**src/design/mem_stage_macros.svh**
```systemverilog
`ifndef MEM_STAGE_MACROS_SVH
`define MEM_STAGE_MACROS_SVH

// Shared sizes for the memory-access stage

// Width of one data word in bits
`define MEM_DATA_W 32

// Byte-address bits decoded by the data memory
`define MEM_ADDR_W 12

// Number of words held by the data memory
// 2 ** MEM_ADDR_W bytes, four bytes per word
`define MEM_WORDS 1024

`endif

```
**src/design/mem_stage_pkg.sv**
```systemverilog
`default_nettype none

package mem_stage_pkg;

  ////////////////////
  // Store width
  ////////////////////

  // Width of a store in EX/MEM
  // Encoded values match the cases file
  typedef enum logic [1:0] {
    st_none = 2'd0,
    st_byte = 2'd1,
    st_half = 2'd2,
    st_word = 2'd3
  } store_op_e;

  ////////////////////
  // Load kind
  ////////////////////

  // Load flavour carried into MEM/WB
  // Unsigned variants zero-extend, the rest sign-extend
  typedef enum logic [2:0] {
    ld_none = 3'd0,
    ld_b    = 3'd1,
    ld_h    = 3'd2,
    ld_w    = 3'd3,
    ld_bu   = 3'd4,
    ld_hu   = 3'd5
  } load_op_e;

endpackage

`default_nettype wire

```
**src/design/store_align.sv**
```systemverilog
`timescale 1ns/10ps
`default_nettype none

`include "mem_stage_macros.svh"

module store_align (
  input  mem_stage_pkg::store_op_e ex_mem_store_op,
  input  logic [1:0]               addr_low,
  input  logic [`MEM_DATA_W-1:0]   store_data,
  output logic [3:0]               byte_we,
  output logic [`MEM_DATA_W-1:0]   wdata
);

  // Doubled word so a plain shift acts as a rotate
  logic [2*`MEM_DATA_W-1:0] rot_word;
  // Halfword mask before folding the wrap back into lane 0
  logic [7:0]               half_mask;

  ////////////////////
  // Lane enables
  ////////////////////

  always_comb begin
    half_mask = 8'b0000_0011 << addr_low;
    unique case (ex_mem_store_op)
      // One lane picked by the offset
      mem_stage_pkg::st_byte: byte_we = 4'b0001 << addr_low;
      // Two lanes, offset 3 wraps to lanes 3 and 0
      mem_stage_pkg::st_half: byte_we = half_mask[3:0] | half_mask[7:4];
      // Full word ignores the offset
      mem_stage_pkg::st_word: byte_we = 4'b1111;
      // Not a store
      default: byte_we = 4'b0000;
    endcase
  end

  ////////////////////
  // Data rotation
  ////////////////////

  // Rotate left by 8 * offset
  // Byte 0 of the store data ends up in lane addr_low
  always_comb begin
    rot_word = {store_data, store_data} << {addr_low, 3'b000};
    wdata    = rot_word[2*`MEM_DATA_W-1:`MEM_DATA_W];
  end

endmodule

`default_nettype wire

```
**config.mk**
```make
export PLATFORM = sky130hd
export DESIGN_NAME = store_align
export DESIGN_NICKNAME = d
export VERILOG_FILES = /design/src/design/mem_stage_pkg.sv /design/src/design/store_align.sv
export VERILOG_INCLUDE_DIRS = /design/src /design/src/design
export SDC_FILE = /design/constraint.sdc
export NUM_CORES = 1
export LEC_CHECK = 0
export ABC_AREA = 0
export BUFFER_PORTS_ARGS = -buffer_cell sky130_fd_sc_hd__buf_4
export CORE_ASPECT_RATIO = 0.6
export CORE_MARGIN = 2
export CORE_UTILIZATION = 43
export DETAILED_ROUTE_END_ITERATION = 8
export PLACE_DENSITY = 0.92
export SLEW_MARGIN = 20
export SYNTH_ARGS = -nofsm -noshare
export SYNTH_HDL_FRONTEND = slang
export SYNTH_SLANG_ARGS = --single-unit
```
**constraint.sdc**
```tcl
create_clock -name vclk -period 1.35
set_input_delay 0.135 -clock vclk [all_inputs]
set_output_delay 0.135 -clock vclk [all_outputs]
set_load 0.02 [all_outputs]
```
# [After elaboration in Yosys (flattened, before gate mapping)]
# Index checks and enable logic that the tools add are counted.
[totals] input_bits=36 register_bits=0 elab_cells=8
[classes] bitwise=1 shift=3 mux=1 eq_ne=3
[ops] op="64-bit by 5-bit << shifter with 64-bit output" count=1
[ops] op="4-bit one-hot mux with 3 select lines" count=1
[ops] op="2-bit by 2-bit << shifter with 8-bit output (first input constant)" count=1
[ops] op="2-bit equality test (second input constant)" count=2
[ops] op="4-bit OR" count=1
[ops] op="1-bit by 2-bit << shifter with 4-bit output (first input constant)" count=1
[ops] op="2-bit by 1-bit equality test with 1-bit output (second input constant)" count=1

# [Longest topological paths before layout]
[logic_depth] depth_word=3 mapped_depth=7 ltp_nobuf=4

# [Worst setup path after synthesis]
# OpenSTA, ideal clock, no wires.
[synth_timing] path_kind="input to output" startpoint="in addr_low[1]" endpoint="out byte_we[0]" cell_stages=6 arrival_ps=1375 setup_slack_ps=-160 n_path_buf=3 path_cell_list="buf_6 buf_6 buf_6 inv_1 ha_1 o21ai_0"
[synth_between] elab_chain_cells=3 elab_cells_between_ends=4
[synth_lines] item="start: declaration" line="store_align.sv:8" rtl="input logic [1:0] addr_low,"
[synth_lines] item="2-bit by 2-bit << shifter with 8-bit output" line="store_align.sv:24" rtl="half_mask = 8'b0000_0011 << addr_low;"
[synth_lines] item="4-bit OR" line="store_align.sv:29" rtl="mem_stage_pkg::st_half: byte_we = half_mask[3:0] | half_mask[7:4];"
[synth_lines] item="4-bit one-hot mux with 3 select lines (*)" line="store_align.sv:25" rtl="unique case (ex_mem_store_op)"
[synth_lines] item="end: declaration" line="store_align.sv:10" rtl="output logic [3:0] byte_we,"
# Mark *: on every way between the ends. The rest lies on a longest branch, timed or not.

# [Worst setup path after layout]
[layout_timing] startpoint="in addr_low[0]" endpoint="out wdata[30]"
[layout_between] elab_chain_cells=1
[layout_lines] item="64-bit by 5-bit << shifter with 64-bit output" line="store_align.sv:44" rtl="rot_word = {store_data, store_data} << {addr_low, 3'b000};"
[layout_lines] item="end: declaration" line="store_align.sv:11" rtl="output logic [`MEM_DATA_W-1:0] wdata"
# No other way between the ends.

==> impl_metrics.py <==
metrics = {
    "synth": {
        "synth_area_leaders": "mux4_2, buf_6, mux4_1",
        "yosysWarnings": 0,
        "synthesis.area_um2": 936,
        "synthCells": 56,
        "avgSynthCellArea_um2": 16.7,
        "synth_top_area_cell": "mux4_2",
        "synth.distinct_cells": 10,
        "syn_nets": 96,
        "synth_top_area_share_pct": 72.2,
        "seq_area_frac_synth_pct": 0,
    },
    "global_route": {
        "grt_overflow": 0,
        "first_global_vias": 883,
        "grt_max_degree": 24,
        "antenna_found_initial": 0,
        "grt_use_total_pct": 19.3,
        "grt_pass1_wl_um": 3880,
    },
    "route": {
        "vias": 933,
        "drtAntennaViolNets": 0,
        "drtIter0Drc": 29,
        "drc": 0,
        "wl_per_cell_um": 16.4,
        "dr.pass1.iters": 3,
        "routed_wl_um": 2620,
        "via_per_inst": 5.83,
    },
    "timing": {
        "whs_ps": 655,
        "period_share_pct": 97.5,
        "tns_ps": 0,
        "rsz0062_at_grt": "false",
        "min_period_ps": 1320,
        "finalSetupViolations": 0,
        "layout_setup_ws_ps": 34.2,
        "slew_headroom_pct": 86.9,
        "fmax_mhz": 760,
        "hold_violations": 0,
        "drv_slew": 0,
        "tightest_slew_ps": 195,
    },
    "cells_and_area": {
        "n_antenna_cell": 0,
        "fin_nets": 172,
        "n_fill_cell": 146,
        "seqCellArea_um2": 0,
        "nClkBuffers": 0,
        "area_delta_synth_final_pct": 63.9,
        "layout-drive-gt1-share_pct": 86.9,
        "fin_cells": 160,
        "seq_cell_count": 0,
    },
    "placement": {
        "gp_congestion": 0.685,
        "numPlacedInstances": 157,
        "numPortBuffers": 72,
        "post-place-ws_ps": -15.5,
        "hpwl_um": 2080,
    },
    "power_and_ir_drop": {
        "peakVddDrop_v": 0.000265,
        "leakage_uw": 0.000683,
        "power_density_nw_per_um2": 467,
    },
    "critical_path": {
        "path_class": "in2out",
        "crit_fanout": 10,
        "crit_top_cell": "buf_4",
        "crit_arrival_ps": 1180,
        "cp-end-kind": "output port",
        "cpPeakStageDelay_ps": 470,
        "critical_path.slowest_cell": "mux4_2",
        "start_kind": "primary input",
        "worstPathCellList": "buf_6, buf_12, buf_4, mux4_2, buf_4",
        "cp.required_ps": 1220,
    },
    "floorplan": {
        "start_util_pct": 44.3,
        "die_x_um": 64.2,
        "pin_count": 72,
        "coreArea_um2": 2110,
        "die_y_um": 40.1,
        "dieArea_um2": 2580,
        "rows": 13,
    },
    "job": {
        "drv_cap": 0,
    },
    "outcome": {
        "status": "finished, final reports clean",
    },
    "clock_tree": {
        "postCtsHoldBufs": 0,
    },
    "worst_hold_path": {
        "min_path_type": "in2out",
    },
}
routing by layer:
metal | routed length, um | GRT usage [%] | vias up
li1 | - | - | 414
met1 | 1100 | 26.9 | 476
met2 | 1310 | 34.4 | 43
met3 | 210 | 3.65 | 0
met4 | 0 | 1.06 | 0
met5 | 0 | 0 | -
stage by stage:
| step | cell area, um2 | utilization (%) | total power (uW) |
|---|---|---|---|
| final | 1530 | 72.5 | 717 |
| after global routing | 1530 | 72.5 | 757 |
| after global placement | 1480 | 69.8 | 679 |
| after detailed placement | 1480 | 69.8 | 698 |
| after CTS | 1480 | 70.1 | 702 |
| after floorplan | 936 | - | 407 |
power breakdown:
group | internal [uW] | switching [uW] | leakage (uW)
clock | 0 | 0 | 0
sequential | 0 | 0 | 0
combinational | 389 | 328 | 0.000683
cells by family (layout without fill, tap and decap cells):
logic type	Yosys count	after routing	synth area share [%]
and+or+nand+nor	2	2	0.802
buffers and inverters	11	85	12.3
AOI/OAI and AO/OA	7	7	3.74
adders and majority gates	4	4	5.35
muxes	32	32	77.8
final timing paths:
| check | start | endpoint | slack, ps | cells past startpoint |
|---|---|---|---|---|
| setup / recovery | addr_low[0] | wdata[30] | 30 | 5 |
| hold / removal | ex_mem_store_op[0] | byte_we[1] | 650 | 4 |
final cells by class:
type | count | area [um2] | share of cell area (%)
multi-input combinational | 45 | 825 | 53.8
timing repair buffer | 82 | 661 | 43.1
tap | 30 | 37.5 | 2.45
inverter | 3 | 11.3 | 0.734
cell usage in the layout, fill, tap and decap left out:
| cell | count |
|---|---|
| a21oi_2 | 1 |
| buf_12 | 1 |
| buf_4 | 77 |
| buf_6 | 2 |
| buf_8 | 1 |
| clkbuf_16 | 1 |
| ha_1 | 4 |
| inv_1 | 3 |
| mux4_1 | 2 |
| mux4_2 | 30 |
| nor2_1 | 2 |
| o21ai_0 | 5 |
| o21ai_1 | 1 |
repair_timing:
action | in CTS | in global routing
setup buffers | 0 | 2
cloned | 0 | 1
resized for setup | 2 | 3
endpoints found under the setup margin | 1 | 1
critical path: cells and delay by family:
family / cells / cell delay [ps]
buffers and inverters: 4 / 580
muxes: 1 / 470
cells in the mapped netlist:
library cell and n:
mux4_2 30, nor2_1 2, mux4_1 2, o21ai_0 6
a21oi_1 1, buf_6 5, buf_12 2, ha_1 4
inv_1 3, buf_4 1
No activity file was read; power rests on OpenSTA's default activity.
