## src/design/mem_stage_macros.svh

```systemverilog
`ifndef MEM_STAGE_MACROS_SVH
`define MEM_STAGE_MACROS_SVH

// Shared sizes for the memory-access stage

// Width of one data word in bits
`define MEM_DATA_W 32

// Byte-address bits decoded by the data memory
`define MEM_ADDR_W 12

// Number of words held by the data memory
// 2 ** MEM_ADDR_W bytes, four bytes per word
`define MEM_WORDS 1024

`endif

```

## src/design/mem_stage_pkg.sv

```systemverilog
`default_nettype none

package mem_stage_pkg;

  ////////////////////
  // Store width
  ////////////////////

  // Width of a store in EX/MEM
  // Encoded values match the cases file
  typedef enum logic [1:0] {
    st_none = 2'd0,
    st_byte = 2'd1,
    st_half = 2'd2,
    st_word = 2'd3
  } store_op_e;

  ////////////////////
  // Load kind
  ////////////////////

  // Load flavour carried into MEM/WB
  // Unsigned variants zero-extend, the rest sign-extend
  typedef enum logic [2:0] {
    ld_none = 3'd0,
    ld_b    = 3'd1,
    ld_h    = 3'd2,
    ld_w    = 3'd3,
    ld_bu   = 3'd4,
    ld_hu   = 3'd5
  } load_op_e;

endpackage

`default_nettype wire

```

## src/design/mem_stage_ctrl.sv

```systemverilog
`timescale 1ns/10ps
`default_nettype none

`include "mem_stage_macros.svh"

module mem_stage_ctrl (
  input  logic                    bus,
  input  logic                    rst_n,
  input  logic                    hold,
  input  logic [`MEM_DATA_W-1:0]  ex_mem_alures,
  input  logic [`MEM_DATA_W-1:0]  ex_mem_dout_rs2,
  input  logic [4:0]              ex_mem_rs2,
  input  logic [4:0]              ex_mem_rd,
  input  logic                    ex_mem_regwrite,
  input  logic                    ex_mem_memread,
  input  logic                    ex_mem_memwrite,
  input  mem_stage_pkg::load_op_e ex_mem_load_op,
  input  logic [`MEM_DATA_W-1:0]  wb_res,
  output logic [`MEM_DATA_W-1:0]  mem_wb_alures,
  output logic [4:0]              mem_wb_rd,
  output logic                    mem_wb_regwrite,
  output logic                    mem_wb_memread,
  output mem_stage_pkg::load_op_e load_kind,
  output logic [1:0]              byte_offset,
  output logic [`MEM_DATA_W-1:0]  store_data,
  output logic                    ram_en,
  output logic                    ram_we
);

  // Store source comes from the instruction now in writeback
  logic fwd_sel;

  ////////////////////
  // Memory strobes
  ////////////////////

  // Hold freezes the read register and blocks writes
  assign ram_en = !hold;
  assign ram_we = ex_mem_memwrite && !hold;

  ////////////////////
  // Store forwarding
  ////////////////////

  // x0 never forwards, its value is always zero
  assign fwd_sel = ex_mem_memwrite && mem_wb_regwrite &&
                   (mem_wb_rd != 5'd0) && (mem_wb_rd == ex_mem_rs2);
  assign store_data = fwd_sel ? wb_res : ex_mem_dout_rs2;

  ////////////////////
  // MEM/WB register
  ////////////////////

  // Control part, cleared by reset
  always_ff @(posedge bus or negedge rst_n) begin
    if (!rst_n) begin
      mem_wb_rd       <= 5'd0;
      mem_wb_regwrite <= 1'b0;
      mem_wb_memread  <= 1'b0;
      load_kind       <= mem_stage_pkg::ld_none;
      byte_offset     <= 2'd0;
    end else if (!hold) begin
      mem_wb_rd       <= ex_mem_rd;
      mem_wb_regwrite <= ex_mem_regwrite;
      mem_wb_memread  <= ex_mem_memread;
      load_kind       <= ex_mem_load_op;
      byte_offset     <= ex_mem_alures[1:0];
    end
  end

  // ALU result payload
  always_ff @(posedge bus) begin
    if (!hold) begin
      mem_wb_alures <= ex_mem_alures;
    end
  end

  // One instruction is either a load or a store
  a_rd_wr_excl : assert property (@(posedge bus) disable iff (!rst_n)
    !(ex_mem_memread && ex_mem_memwrite));

  // Memory write must not carry a load kind into MEM/WB
  a_we_no_load : assert property (@(posedge bus) disable iff (!rst_n)
    ram_we |-> (ex_mem_load_op == mem_stage_pkg::ld_none));

endmodule

`default_nettype wire

```

## config.mk

```make
export PLATFORM = sky130hd
export DESIGN_NAME = mem_stage_ctrl
export DESIGN_NICKNAME = d
export VERILOG_FILES = /design/src/design/mem_stage_pkg.sv /design/src/design/mem_stage_ctrl.sv
export VERILOG_INCLUDE_DIRS = /design/src /design/src/design
export SDC_FILE = /design/constraint.sdc
export NUM_CORES = 1
export LEC_CHECK = 0
export ABC_AREA = 0
export BUFFER_PORTS_ARGS = -buffer_cell sky130_fd_sc_hd__buf_2
export CAP_MARGIN = 20
export CORE_UTILIZATION = 36
export DETAILED_ROUTE_END_ITERATION = 8
export GPL_TIMING_DRIVEN = 0
export HOLD_SLACK_MARGIN = 0.12
export PLACE_DENSITY = 0.87
export SYNTH_ARGS = -nofsm -noshare
export SYNTH_HDL_FRONTEND = slang
export SYNTH_SLANG_ARGS = --single-unit
export TNS_END_PERCENT = 20
```

## constraint.sdc

```tcl
create_clock -name bus -period 1.95 [get_ports bus]
set_clock_uncertainty 0.15 [all_clocks]
set_input_delay 0.195 -clock bus [delete_from_list [all_inputs] [get_ports bus]]
set_output_delay 0.195 -clock bus [all_outputs]
set_load 0.05 [all_outputs]
```

[Word level (Yosys, flattened, before mapping)]
Index checks and enable logic that the tools add are counted.
Word-level totals
  register bits after elaboration: 44
  bits in latches: 0
  memory bits (writable): 0
  memory bits (read-only): 0
  input port bits: 115
  output and inout port bits: 78
  logic and storage cells: 14
  memories: 0
Operators by class
  add/subtract/negate cells: 0
  $mul: 0
  divide/modulo/power cells: 0
  order comparisons: 0
  equal/unequal tests: 1
  shifts and indexed selects: 0
  multiplexer cells: 1
  bitwise gates (word level): 0
  reduce and logical (&&, ||, !) cells: 6
Operators by type and width (count)
  2-to-1 mux 32 bit: 1
  == test 5 bit: 1
  nonzero test 5 bit: 1
  logical AND 1 bit: 4
  logical NOT 1 bit: 1

[Longest topological paths before layout]
  depth after elaboration: 4
  gate-level depth with buffers: 5
  depth with buffers taken out: 4

[Least setup slack after synthesis]
Ideal clock, no wire load.
  path type: reg2out
  start: register mem_wb_rd[2]
  end: output store_data[10]
  data arrival time: 1843 ps
  slack: -238 ps
  cell stages (with the launch flop): 6
  path buffers: 1
  cells stage by stage: dfrtp_1 nor4_1 nor2_1 o2111ai_4 buf_6 mux2_4
Between the ends
  longest elaborated chain between the ends: 4
  elaborated cells on any way between the ends: 5
RTL lines
  from (decl): line mem_stage_ctrl.sv:20  | output logic [4:0] mem_wb_rd,
  from (signal assigned): line mem_stage_ctrl.sv:63  | mem_wb_rd <= ex_mem_rd;
  nonzero test 5 bit: line mem_stage_ctrl.sv:47  | (mem_wb_rd != 5'd0) && (mem_wb_rd == ex_mem_rs2);
  logical AND 1 bit: line mem_stage_ctrl.sv:46  | assign fwd_sel = ex_mem_memwrite && mem_wb_regwrite &&
  logical AND 1 bit (*): line mem_stage_ctrl.sv:47
  2-to-1 mux 32 bit (*): line mem_stage_ctrl.sv:48  | assign store_data = fwd_sel ? wb_res : ex_mem_dout_rs2;
  to (decl): line mem_stage_ctrl.sv:25  | output logic [`MEM_DATA_W-1:0] store_data,
Every way passes the cells marked *; elsewhere a longest branch is shown, timed or not.

[Worst setup path in the final report]
  start: register mem_wb_rd[0]
  end: output store_data[13]
The elaborated chain is that of the path after synthesis.

==> impl_metrics.toml <==
[clock_tree]
insertion_delay_ns = 0.29
worst_setup_hold_path_clk_slew_ns = 0.08
cts_sinks = 44
cts_buffer_depth = 2
cts_max_level = 2
root_buffer = "clkbuf_8"
cts_tree = "built"
cts_buffers = 5

[floorplanning]
chipHeight_um = 76.74
coreArea_um2 = 5238
fp-row-count = 26
die_area_um2 = 5888
boundaryPins = 193
fp.dieW_um = 76.74
start_util = 0.3839

[drt]
avgRoutedWirePerCell_um = 17.03
route.detailed.drc = 0
drt-vias-per-instance = 4.593
drt-initial-drc-count = 55
drtPass1Iterations = 4
ant_nets = 0
vias = 1966
drt-total-wl_um = 7289

[layout]
register_area_um2 = 1265
multi_input_area_um2 = 710.7
nets = 471
fill_cells = 316
stdcell_area_um2 = 3948
area.growth.synth_to_final_pct = 96.33
layout-drive-gt1-share = 0.7255

[synth]
syn-num-nets = 220
synth.distinct_cells = 16
synth_warnings = 0
syn_inst = 105
postSynthAreaPerCell_um2 = 19.15
synth-seq-area-share = 0.6273
synth-seq-cells = 44
synth_area_um2 = 2011

[timing]
max_freq_ghz = 0.4089
finalCritPeriodShare = 1.254
rsz0062_at_grt = "yes"
tightest_slew_ns = 0.3512
hold_viol = 0
setup_viol = 32
max_slew_margin = 0.7656
slew_viol_final = 0
fin_crit_ns = 2.446
timing.final.ws_setup_ns = -0.4958

[outcome]
violations = "negative setup slack"
status = "finished, violations left"

[critical_path]
end_kind = "output port"
path_max_fanout = 10
cp_data_required_time_ns = 1.60
timing.rr.start = "mem_wb_memread"
crit_path_start = "mem_wb_rd[0]"
worstPathArrival_ns = 2.10
slowest_delay_ns = 0.42
path_delay_family = "buffers and inverters"
cpMostUsedCell = "buf_12"
critPathSlowestCell = "dfrtp_2"
cp_cell_sequence = "xor2_1, nor3_2, o2111ai_4, buf_12, buf_12, mux2_4, buf_6"
path_buf_inv = 3
cp-start-kind = "flop"
critical_path_class = "flop to output port"

[grt]
grt_pass1_vias = 2172
grt_pass1_wl_um = 10940
antenna_found_initial = 1
grtUsageTotal = 0.2506
grt-ovfl-total = 0
grt_max_degree = 34

[power_and_ir_drop]
p_int_mw = 1.840
p_leak_nw = 1.981
p_clk_frac = 0.242
p_sw_mw = 0.9337
peakVddDrop_mv = 0.6906
comb_power_share = 0.351
p_sw_frac = 0.3366
p_per_area_nw_per_um2 = 702.6
seqPwrFrac = 0.407

[placement]
port_buffers = 192
post-place-ws_ns = -0.4107
gp_congestion = 0.8323
place_hpwl_um = 4901
placed_area_um2 = 3063

[worst_hold_path]
min_path_type = "primary input to asynchronous set/reset pin"

[run]
drv_cap = 0
==> metrics by stage <==
| stage | hold WS (ns) | power (mW) | instances | util | setup TNS, ns |
|---|---|---|---|---|---|
| 3_3_place_gp | -0.06973 | 1.943 | 367 | 0.5848 | -11.56 |
| 2_1_floorplan | -0.2506 | 1.708 | 105 | - | -4.448 |
| 5_1_grt | 0.1655 | 2.870 | 428 | 0.7537 | -17.78 |
| 3_5_place_dp | -0.06673 | 1.962 | 367 | 0.5848 | -15.10 |
| 6_report | 0.1515 | 2.773 | 428 | 0.7537 | -14.56 |
| 4_1_cts | 0.1633 | 2.756 | 427 | 0.7480 | -16.98 |
==> Yosys cell counts <==
cell,n,area (um^2)
o2111ai_4,1,26.28
dfrtp_1,12,300.3
mux2_2,14,157.7
xor2_1,3,26.28
nor3_2,1,10.01
nor2_1,1,3.750
nor2b_1,1,6.260
edfxtp_1,32,960.9
clkbuf_1,1,3.750
inv_1,2,7.510
nor4_1,1,6.260
buf_6,3,33.78
a21oi_1,1,5.000
xnor2_1,1,8.760
nand2_1,1,3.750
mux2_4,30,450.4
==> cell type report <==
type                            instances  share of cell area
Antenna cell                            1           0.0006339
Buffer                                  4             0.01521
Inverter                                2            0.001902
Timing Repair Buffer                  244              0.4323
Clock inverter                          2            0.008875
Sequential cell                        44              0.3204
Clock buffer                            6             0.01838
Multi-Input combinational cell         55              0.1800
Tap cell                               70             0.02219
==> flip-flops by register name, indices dropped and copies added, names as in the netlist <==
name,flops
mem_wb_alures,32
mem_wb_rd,5
load_kind,3
byte_offset,2
mem_wb_memread,1
mem_wb_regwrite,1
==> layer usage <==
| metal | track usage | up-vias | wire length [um] |
|---|---|---|---|
| met1 | 0.2337 | 897 | 2327 |
| met4 | 0.1481 | 0 | 374 |
| li1 | - | 895 | - |
| met3 | 0.08333 | 25 | 727 |
| met5 | 0 | - | 0 |
| met2 | 0.4679 | 149 | 3860 |
==> power by group through the flow <==
stage	Sequential (mW)	Combinational [mW]	Clock [mW]
floorplan	1.43	0.283	0
CTS	1.13	0.953	0.676
detailed placement	1.15	0.817	0
global placement	1.14	0.803	0
global route	1.14	1.01	0.722
finish	1.13	0.974	0.671
==> path summary, 6_finish.rpt <==
path	endpoint	slack, ns	cells after the start
max	store_data[13]	-0.50	7
max in group asynchronous	mem_wb_rd[3]	1.27	2
max reg2reg	mem_wb_memread	0.45	2
min reg2reg	load_kind[0]	0.36	1
min	byte_offset[0]	0.15	2
min in group bus	load_kind[0]	0.36	1
==> cells in the final DEF, fill, tap and decap left out, types with 2 or more instances in the layout <==
cell and instances:
buf_12 3, buf_2 160, buf_4 3, buf_6 32
buf_8 2, clkbuf_8 5, dfrtp_1 9, dfrtp_2 3
dlygate4sd3_1 46, edfxtp_1 32, inv_1 2, mux2_2 14
mux2_4 30, xor2_1 3
==> repair_timing <==
item	in CTS	in global routing
gates cloned	1	0
setup buffers	5	0
hold buffers	46	0
resized for setup	66	9
endpoints found under the hold margin	56	0
endpoints found under the setup margin	33	33
pin swaps	3	4
==> logic make-up (layout without fill, tap and decap cells) <==
logic type / Yosys count / count (layout) / synth area share
buffers and inverters: 6 / 258 / 0.02240
muxes: 44 / 44 / 0.3024
DFF: 44 / 44 / 0.6273
and+or+nand+nor: 5 / 5 / 0.01494
other: 0 / 1 / 0
xor gates and xnor gates: 4 / 4 / 0.01743
AOI/OAI and AO/OA: 2 / 2 / 0.01556
(Power assumes the default switching activity.)
