[src/design/mem_stage_macros.svh]
`ifndef MEM_STAGE_MACROS_SVH
`define MEM_STAGE_MACROS_SVH

// Shared sizes for the memory-access stage

// Width of one data word in bits
`define MEM_DATA_W 32

// Byte-address bits decoded by the data memory
`define MEM_ADDR_W 12

// Number of words held by the data memory
// 2 ** MEM_ADDR_W bytes, four bytes per word
`define MEM_WORDS 1024

`endif

[src/design/mem_stage_pkg.sv]
`default_nettype none

package mem_stage_pkg;

  ////////////////////
  // Store width
  ////////////////////

  // Width of a store in EX/MEM
  // Encoded values match the cases file
  typedef enum logic [1:0] {
    st_none = 2'd0,
    st_byte = 2'd1,
    st_half = 2'd2,
    st_word = 2'd3
  } store_op_e;

  ////////////////////
  // Load kind
  ////////////////////

  // Load flavour carried into MEM/WB
  // Unsigned variants zero-extend, the rest sign-extend
  typedef enum logic [2:0] {
    ld_none = 3'd0,
    ld_b    = 3'd1,
    ld_h    = 3'd2,
    ld_w    = 3'd3,
    ld_bu   = 3'd4,
    ld_hu   = 3'd5
  } load_op_e;

endpackage

`default_nettype wire

[src/design/load_extract.sv]
`timescale 1ns/10ps
`default_nettype none

`include "mem_stage_macros.svh"

module load_extract (
  input  logic [`MEM_DATA_W-1:0]  rdata,
  input  logic [1:0]              byte_offset,
  input  mem_stage_pkg::load_op_e load_kind,
  output logic [`MEM_DATA_W-1:0]  memres
);

  // Doubled read word for the right rotate
  logic [2*`MEM_DATA_W-1:0] rot_word;
  // Addressed byte or halfword now sits in lane 0
  logic [`MEM_DATA_W-1:0]   lane0_word;

  ////////////////////
  // Lane rotation
  ////////////////////

  // Rotate right by 8 * offset
  always_comb begin
    rot_word   = {rdata, rdata} >> {byte_offset, 3'b000};
    lane0_word = rot_word[`MEM_DATA_W-1:0];
  end

  ////////////////////
  // Extension
  ////////////////////

  always_comb begin
    unique case (load_kind)
      // Sign-extended byte
      mem_stage_pkg::ld_b:
        memres = {{(`MEM_DATA_W-8){lane0_word[7]}}, lane0_word[7:0]};
      // Sign-extended halfword
      mem_stage_pkg::ld_h:
        memres = {{(`MEM_DATA_W-16){lane0_word[15]}}, lane0_word[15:0]};
      // Whole word, offset is zero for aligned lw
      mem_stage_pkg::ld_w:
        memres = lane0_word;
      // Zero-extended byte
      mem_stage_pkg::ld_bu:
        memres = {{(`MEM_DATA_W-8){1'b0}}, lane0_word[7:0]};
      // Zero-extended halfword
      mem_stage_pkg::ld_hu:
        memres = {{(`MEM_DATA_W-16){1'b0}}, lane0_word[15:0]};
      // No load in MEM/WB
      default:
        memres = '0;
    endcase
  end

endmodule

`default_nettype wire

[config.mk]
export PLATFORM = sky130hd
export DESIGN_NAME = load_extract
export DESIGN_NICKNAME = d
export VERILOG_FILES = /design/src/design/mem_stage_pkg.sv /design/src/design/load_extract.sv
export VERILOG_INCLUDE_DIRS = /design/src /design/src/design
export SDC_FILE = /design/constraint.sdc
export NUM_CORES = 1
export LEC_CHECK = 0
export ABC_CLOCK_PERIOD_IN_PS = 2700
export BUFFER_PORTS_ARGS = -buffer_cell sky130_fd_sc_hd__buf_2
export CORE_UTILIZATION = 45
export DETAILED_ROUTE_END_ITERATION = 6
export GPL_TIMING_DRIVEN = 0
export PLACE_DENSITY = 0.85
export REMOVE_ABC_BUFFERS = 1
export SLEW_MARGIN = 20
export SYNTH_ARGS = -nofsm -noshare
export SYNTH_HDL_FRONTEND = slang
export SYNTH_SLANG_ARGS = --single-unit
[constraint.sdc]
create_clock -name vclk -period 2.7
set_clock_uncertainty 0.2 [all_clocks]
set_input_delay 0.54 -clock vclk [all_inputs]
set_output_delay 0.54 -clock vclk [all_outputs]
set_load 0.05 [all_outputs]
### Yosys cells after proc, flatten, opt, wreduce, memory -nomap -nowiden

Index checks and enable logic that the tools add are counted.

* register bits after elaboration: 0
* input bits: 37
* output and inout port bits: 32
* word-level logic and storage cells: 7

* equality and inequality tests: 5
* shift-type cells: 1
* mux-type cells: 1

Operators with widths (number)
* $pmux 32 s5: 1
* $shr 64x5->32: 1
* $eq 3x2->1 const B: 2
* $eq 3x3->1 const B: 2
* $eq 3x1->1 const B: 1

### Depth between registers and ports, before layout

Gate-level depths: netlist of run 1.

* depth in word-level cells: 2
* gate-level depth with buffers: 6
* mapped depth without buffers: 3

### Worst setup path before layout of run 1

OpenSTA, ideal clock, no wires.

* path kind: input port to output port
* from: input port byte_offset[1]
* to: output port memres[10]
* arrival: 2.396 ns
* slack: -0.436 ns
* stages on the path: 5
* buffers on the path: 3
* path through: buf_2 > buf_2 > buf_2 > mux2i_1 > o21ai_0

* cells in the longest elaborated chain, start to end: 2

RTL lines
* start: declaration: RTL line load_extract.sv:8 `input logic [1:0] byte_offset,`
* $shr 64x5->32: RTL line load_extract.sv:24 `rot_word = {rdata, rdata} >> {byte_offset, 3'b000};`
* $pmux 32 s5: RTL line load_extract.sv:33 `unique case (load_kind)`
* end: declaration: RTL line load_extract.sv:10 `` output logic [`MEM_DATA_W-1:0] memres ``

No other way between the ends.

### Worst setup path in the final report of run 1

* from: input port byte_offset[0]
* to: output port memres[26]

The elaborated chain is that of the path after synthesis.

==> results of run 1 <==
-- area by class of cell --
| cell class | count | area (um^2) | share of cell area (%) |
|---|---|---|---|
| Multi-Input combinational cell | 92 | 1010 | 58.5 |
| Inverter | 8 | 30.0 | 1.74 |
| Timing Repair Buffer | 84 | 651 | 37.8 |
| Tap cell | 28 | 35.0 | 2.03 |
-- worst max-delay path, stage by stage --
cell       delay, ns
buf_16          0.10
mux4_2          0.55
a32oi_4         0.33
clkbuf_16       0.23
o21ai_2         0.07
buf_6           0.17
-- worst min path at each step --
| stage | endpoint | slack, ns | cells past startpoint |
|---|---|---|---|
| final | memres[24] | 1.45 | 4 |
| after global placement | memres[15] | 1.49 | 5 |
| after detailed placement | memres[15] | 1.49 | 5 |
| after floorplan | memres[26] | 1.23 | 2 |
| after global routing | memres[28] | 1.47 | 4 |
| after CTS | memres[15] | 1.50 | 5 |
-- routing by layer --
metal  GRT usage, %  vias to the layer above  part of all wire (%)
met5              0                        -                     0
met4           7.41                        0                   3.9
met3           2.42                       18                   8.2
met2           44.0                       81                    52
met1           26.4                      644                    36
li1               -                      584                     -
-- through the flow --
stage | utilization (%) | setup WS [ns] | setup TNS [ns] | hold slack (ns)
6_report | 77.9 | -0.0411 | -0.246 | 1.45
5_1_grt | 77.9 | -0.0776 | -0.818 | 1.47
4_1_cts | 66.6 | 0.00254 | 0 | 1.50
3_5_place_dp | 62.4 | -0.802 | -17.20 | 1.49
3_3_place_gp | 62.4 | -0.774 | -16.07 | 1.49
2_1_floorplan | - | -0.171 | -1.03 | 1.23
-- cell families after synthesis --
group / synth area share (%)
compound gates: 15.0
simple gates: 9.42
buf+inv: 8.60
mux: 67.0
-- what timing repair did --
| item | 4_1_cts | 5_1_grt |
|---|---|---|
| pin swaps | 1 | 1 |
| endpoints found under the setup margin | 32 | 23 |
| resized for setup | 12 | 56 |
| buffers inserted | 1 | 12 |
| gates cloned | 1 | 1 |
-- where the power goes --
group	internal, uW	switching (uW)
sequential	0	0
clock	0	0
combinational	195	303
-- synth_stat cells --
cell | n | area [um^2]
a21o_1 | 1 | 7.51
a32oi_4 | 1 | 27.5
and3b_1 | 1 | 8.76
buf_2 | 7 | 35.0
buf_6 | 2 | 22.5
clkbuf_1 | 1 | 3.75
inv_1 | 8 | 30.0
mux2_2 | 17 | 191
mux2i_1 | 16 | 160
mux4_2 | 16 | 360
nand2_1 | 2 | 7.51
nand3_1 | 1 | 5.00
nor2_1 | 1 | 3.75
nor2b_1 | 10 | 62.6
nor3_1 | 1 | 5.00
nor3b_1 | 1 | 7.51
o21ai_0 | 14 | 70.1
o21ai_1 | 9 | 45.0
o21ai_2 | 1 | 8.76
==> summary.md, run 1 <==
| Metric | Value |
|---|---|
| Outcome | `complete, but fails checks` |
| Violated checks | `negative setup slack` |
| Core Region | `0.00221 mm^2` |
| Final hold vios | `0` |
| Worst hold path class | `input pin to primary output` |
| Drt first pass iters | `4` |
| Vias per cell | `6.26` |
| Setup repair after global routing missed its margin | `true` |
| Critical Path End | `memres[26]` |
| Starting density of the core | `48.0%` |
| Sequential cell area | `0 um^2` |
| WL/cell | `19.6 um` |
| Final worst slack | `-0.0411 ns` |
| Synth Area per Inst | `9.66 um^2` |
| Grt ovf | `0` |
| Fill count | `144` |
| Final setup fails | `8` |
| Total Routed Length | `4.16 mm` |
| CP Launch Point | `byte_offset[0]` |
| Dpl cells | `197` |
| Routed Antenna Nets | `0` |
| Die X | `50.6 um` |
| Final period util | `102%` |
| Synth Instances | `110` |
| Slew margin rel. | `69.0%` |
| CP Class | `input pin to primary output` |
| Seq cells | `0` |
| Worst Path Required | `1.96 ns` |
| I/O Pins | `69` |
| First-pass GRT wire length | `4.62 mm` |
| Clock buffers | `0` |
| Layout Cells excl Fill | `212` |
| Final worst path period need | `2.74 ns` |
| GP Congestion | `0.776` |
| Total GRT Usage | `23.1%` |
| Max-cap violations | `0` |
| Nets | `223` |
| Total Power | `499 uW` |
| Die Area | `0.00256 mm^2` |
| DR DRC count | `0` |
| P_leak | `0.000848 uW` |
| Critical Path Fanout Max | `8` |
| Min-delay src | `byte_offset[1]` |
| Port-buffer cells | `69` |
| F_max | `365 MHz` |
| Register area share after synthesis | `0%` |
| Mapped Area | `0.00106 mm^2` |
| Worst-margin pin slew | `0.464 ns` |
| # diodes | `0` |
| Hold_buf cts | `0` |
| Crit path capture type | `primary output` |
| Site row count | `17` |
| Via count | `1327` |
| Post-DP HPWL | `2.10 mm` |
| Die Y | `50.6 um` |
| Placement Cell Area | `0.00138 mm^2` |
| Worst setup SP type | `input pin` |
| Largest net degree at the start of global routing | `34` |
| Synth warnings | `0` |
| Post-synth cell types | `19` |
| Most common cell after layout, fill and taps aside | `buf_2` |
| CP arrival | `2.00 ns` |
| Area growth syn-to-layout | `62.2%` |
| Peak supply drop | `0.234 mV` |
| Commonest non-fill, non-tap cells in the layout | `buf_2 (51), mux2_2 (17), mux2i_1 (16), mux4_2 (16), buf_6 (16)` |
| Fin. max-slew vios | `0` |
| Vias in the first global route | `1091` |
| Final instance area | `0.00172 mm^2` |
| Pwr Density | `289 mW/mm^2` |
| Initial DRC Count | `27` |
| Layout cells sized above 1 | `69.0%` |
| Initial antenna violation count | `0` |
No activity file was read; power rests on OpenSTA's default activity.
==> inputs of run 2 (changes only) <==
--- a/config.mk
+++ b/config.mk
@@ -8,6 +8,7 @@
 export LEC_CHECK = 0
 export ABC_CLOCK_PERIOD_IN_PS = 2700
 export BUFFER_PORTS_ARGS = -buffer_cell sky130_fd_sc_hd__buf_2
+export CORE_MARGIN = 2
 export CORE_UTILIZATION = 45
 export DETAILED_ROUTE_END_ITERATION = 6
 export GPL_TIMING_DRIVEN = 0
==> run 2 against run 1 <==
  * The run still ends with negative setup slack left
  * Cell area fell by 5.8%
  * Worst setup slack improved by 0.013 ns
  * Global-route usage rose by 1.3 points
  * Hold slack improved by 0.0086 ns
  * Wire length fell by 11%
  * Power fell by 6.2%
  * Fmax rose by 0.48%
  * Critical path depth did not move
  * Combinational power fell by 6.2%
  * Largest cell class unchanged
==> summary.md, run 2 (synthesized netlist as in run 1, its figures left out) <==
| Metric | Value |
|---|---|
| Outcome | `complete, but fails checks` |
| Violated checks | `negative setup slack` |
| Critical Path Fanout Max | `10` |
| Drt first pass iters | `4` |
| Layout cells sized above 1 | `63.7%` |
| Die Area | `0.00277 mm^2` |
| Vias in the first global route | `1214` |
| First-pass GRT wire length | `5.11 mm` |
| Hold Slack | `1.46 ns` |
| Crit path capture type | `primary output` |
| Routed Antenna Nets | `0` |
| Worst-margin pin slew | `0.558 ns` |
| Pwr Density | `288 mW/mm^2` |
| Port-buffer cells | `69` |
| Nets | `218` |
| Seq cells | `0` |
| Initial DRC Count | `25` |
| Via count | `1259` |
| Final period util | `101%` |
| Clock buffers | `0` |
| # diodes | `0` |
| Sw Share | `61.2%` |
| WL/cell | `18.0 um` |
| Post-Route Setup TNS | `-0.0280 ns` |
| I/O Pins | `69` |
| Peak supply drop | `0.236 mV` |
| Vias per cell | `6.08` |
| Reg power frac | `0%` |
| CP Class | `input pin to primary output` |
| Starting density of the core | `48.0%` |
| Final hold vios | `0` |
| Worst setup SP type | `input pin` |
| Sequential cell area | `0 um^2` |
| Die X | `52.6 um` |
| P_leak | `0.000804 uW` |
| DR DRC count | `0` |
| Slew margin rel. | `62.7%` |
| Clock Power Share | `0%` |
| Site row count | `17` |
| Worst hold path class | `input pin to primary output` |
| Switching pwr | `286 uW` |
| Total Routed Length | `3.72 mm` |
| F_max | `367 MHz` |
| GP Congestion | `0.751` |
| Dpl cells | `197` |
| Final worst slack | `-0.0280 ns` |
| Fill count | `174` |
| Final setup fails | `1` |
| Largest net degree at the start of global routing | `34` |
| Setup repair after global routing missed its margin | `true` |
| Post-DP HPWL | `2.29 mm` |
| Total Power | `468 uW` |
| Hold_buf cts | `0` |
| CP arrival | `1.99 ns` |
| Area growth syn-to-layout | `52.8%` |
| Final worst path period need | `2.73 ns` |
| Commonest non-fill, non-tap cells in the layout | `buf_2 (51), mux2_2 (17), mux2i_1 (16), mux4_2 (16)` |
| Most common cell after layout, fill and taps aside | `buf_2` |
| Layout Cells excl Fill | `207` |
| Worst Path Required | `1.96 ns` |
| Internal power | `182 uW` |
| Die Y | `52.6 um` |
| Core Region | `0.00221 mm^2` |
| Fin. max-slew vios | `0` |
| Grt ovf | `0` |
| Comb power frac | `100.0%` |
| Initial antenna violation count | `0` |
| Final Core Density | `73.4%` |
| Total GRT Usage | `24.4%` |
| Max-cap violations | `0` |
run 2: stage by stage:
| step | setup WS, ns | cell area [um^2] |
|---|---|---|
| final | -0.0280 | 1620 |
| after global routing | -0.0471 | 1620 |
| after CTS | -0.00230 | 1470 |
| after detailed placement | -0.821 | 1380 |
| after global placement | -0.755 | 1380 |
| after floorplan | -0.171 | 1000 |
run 2: final cells by class:
| cell class | count | area [um^2] | share of cell area [%] |
|---|---|---|---|
| inverters | 8 | 30.0 | 1.85 |
| multi-input cells | 92 | 971 | 59.8 |
| well taps | 28 | 35.0 | 2.16 |
| repair buffers | 79 | 587 | 36.2 |
run 2: path summary, 6_finish.rpt:
kind / from / to / slack [ns] / cells past startpoint
max: byte_offset[0] / memres[20] / -0.03 / 6
min: byte_offset[1] / memres[27] / 1.46 / 4
run 2: per-layer routing:
metal / track usage, % / wire length [um] / part of all wire (%)
met5: 0 / 0 / 0
met4: 8.12 / 91 / 2.4
met3: 1.71 / 186 / 5.0
met2: 49.6 / 2120 / 57
met1: 25.5 / 1320 / 35
run 2: worst max-delay path: stages:
cell       delay (ns)
buf_16           0.11
mux4_2           0.55
a32oi_4          0.28
clkbuf_16        0.21
o21ai_1          0.10
buf_6            0.20
run 2: power groups by stage:
| stage | sequential [uW] | clock, uW | combinational [uW] |
|---|---|---|---|
| 2_1_floorplan | 0 | 0 | 291 |
| 3_3_place_gp | 0 | 0 | 398 |
| 3_5_place_dp | 0 | 0 | 408 |
| 4_1_cts | 0 | 0 | 426 |
| 5_1_grt | 0 | 0 | 489 |
| 6_report | 0 | 0 | 468 |
run 2: repair_timing:
item,CTS,global route
gates resized for setup,11,35
pin swaps,1,0
gates cloned,1,1
setup endpoints to repair,32,23
buffers inserted,1,7
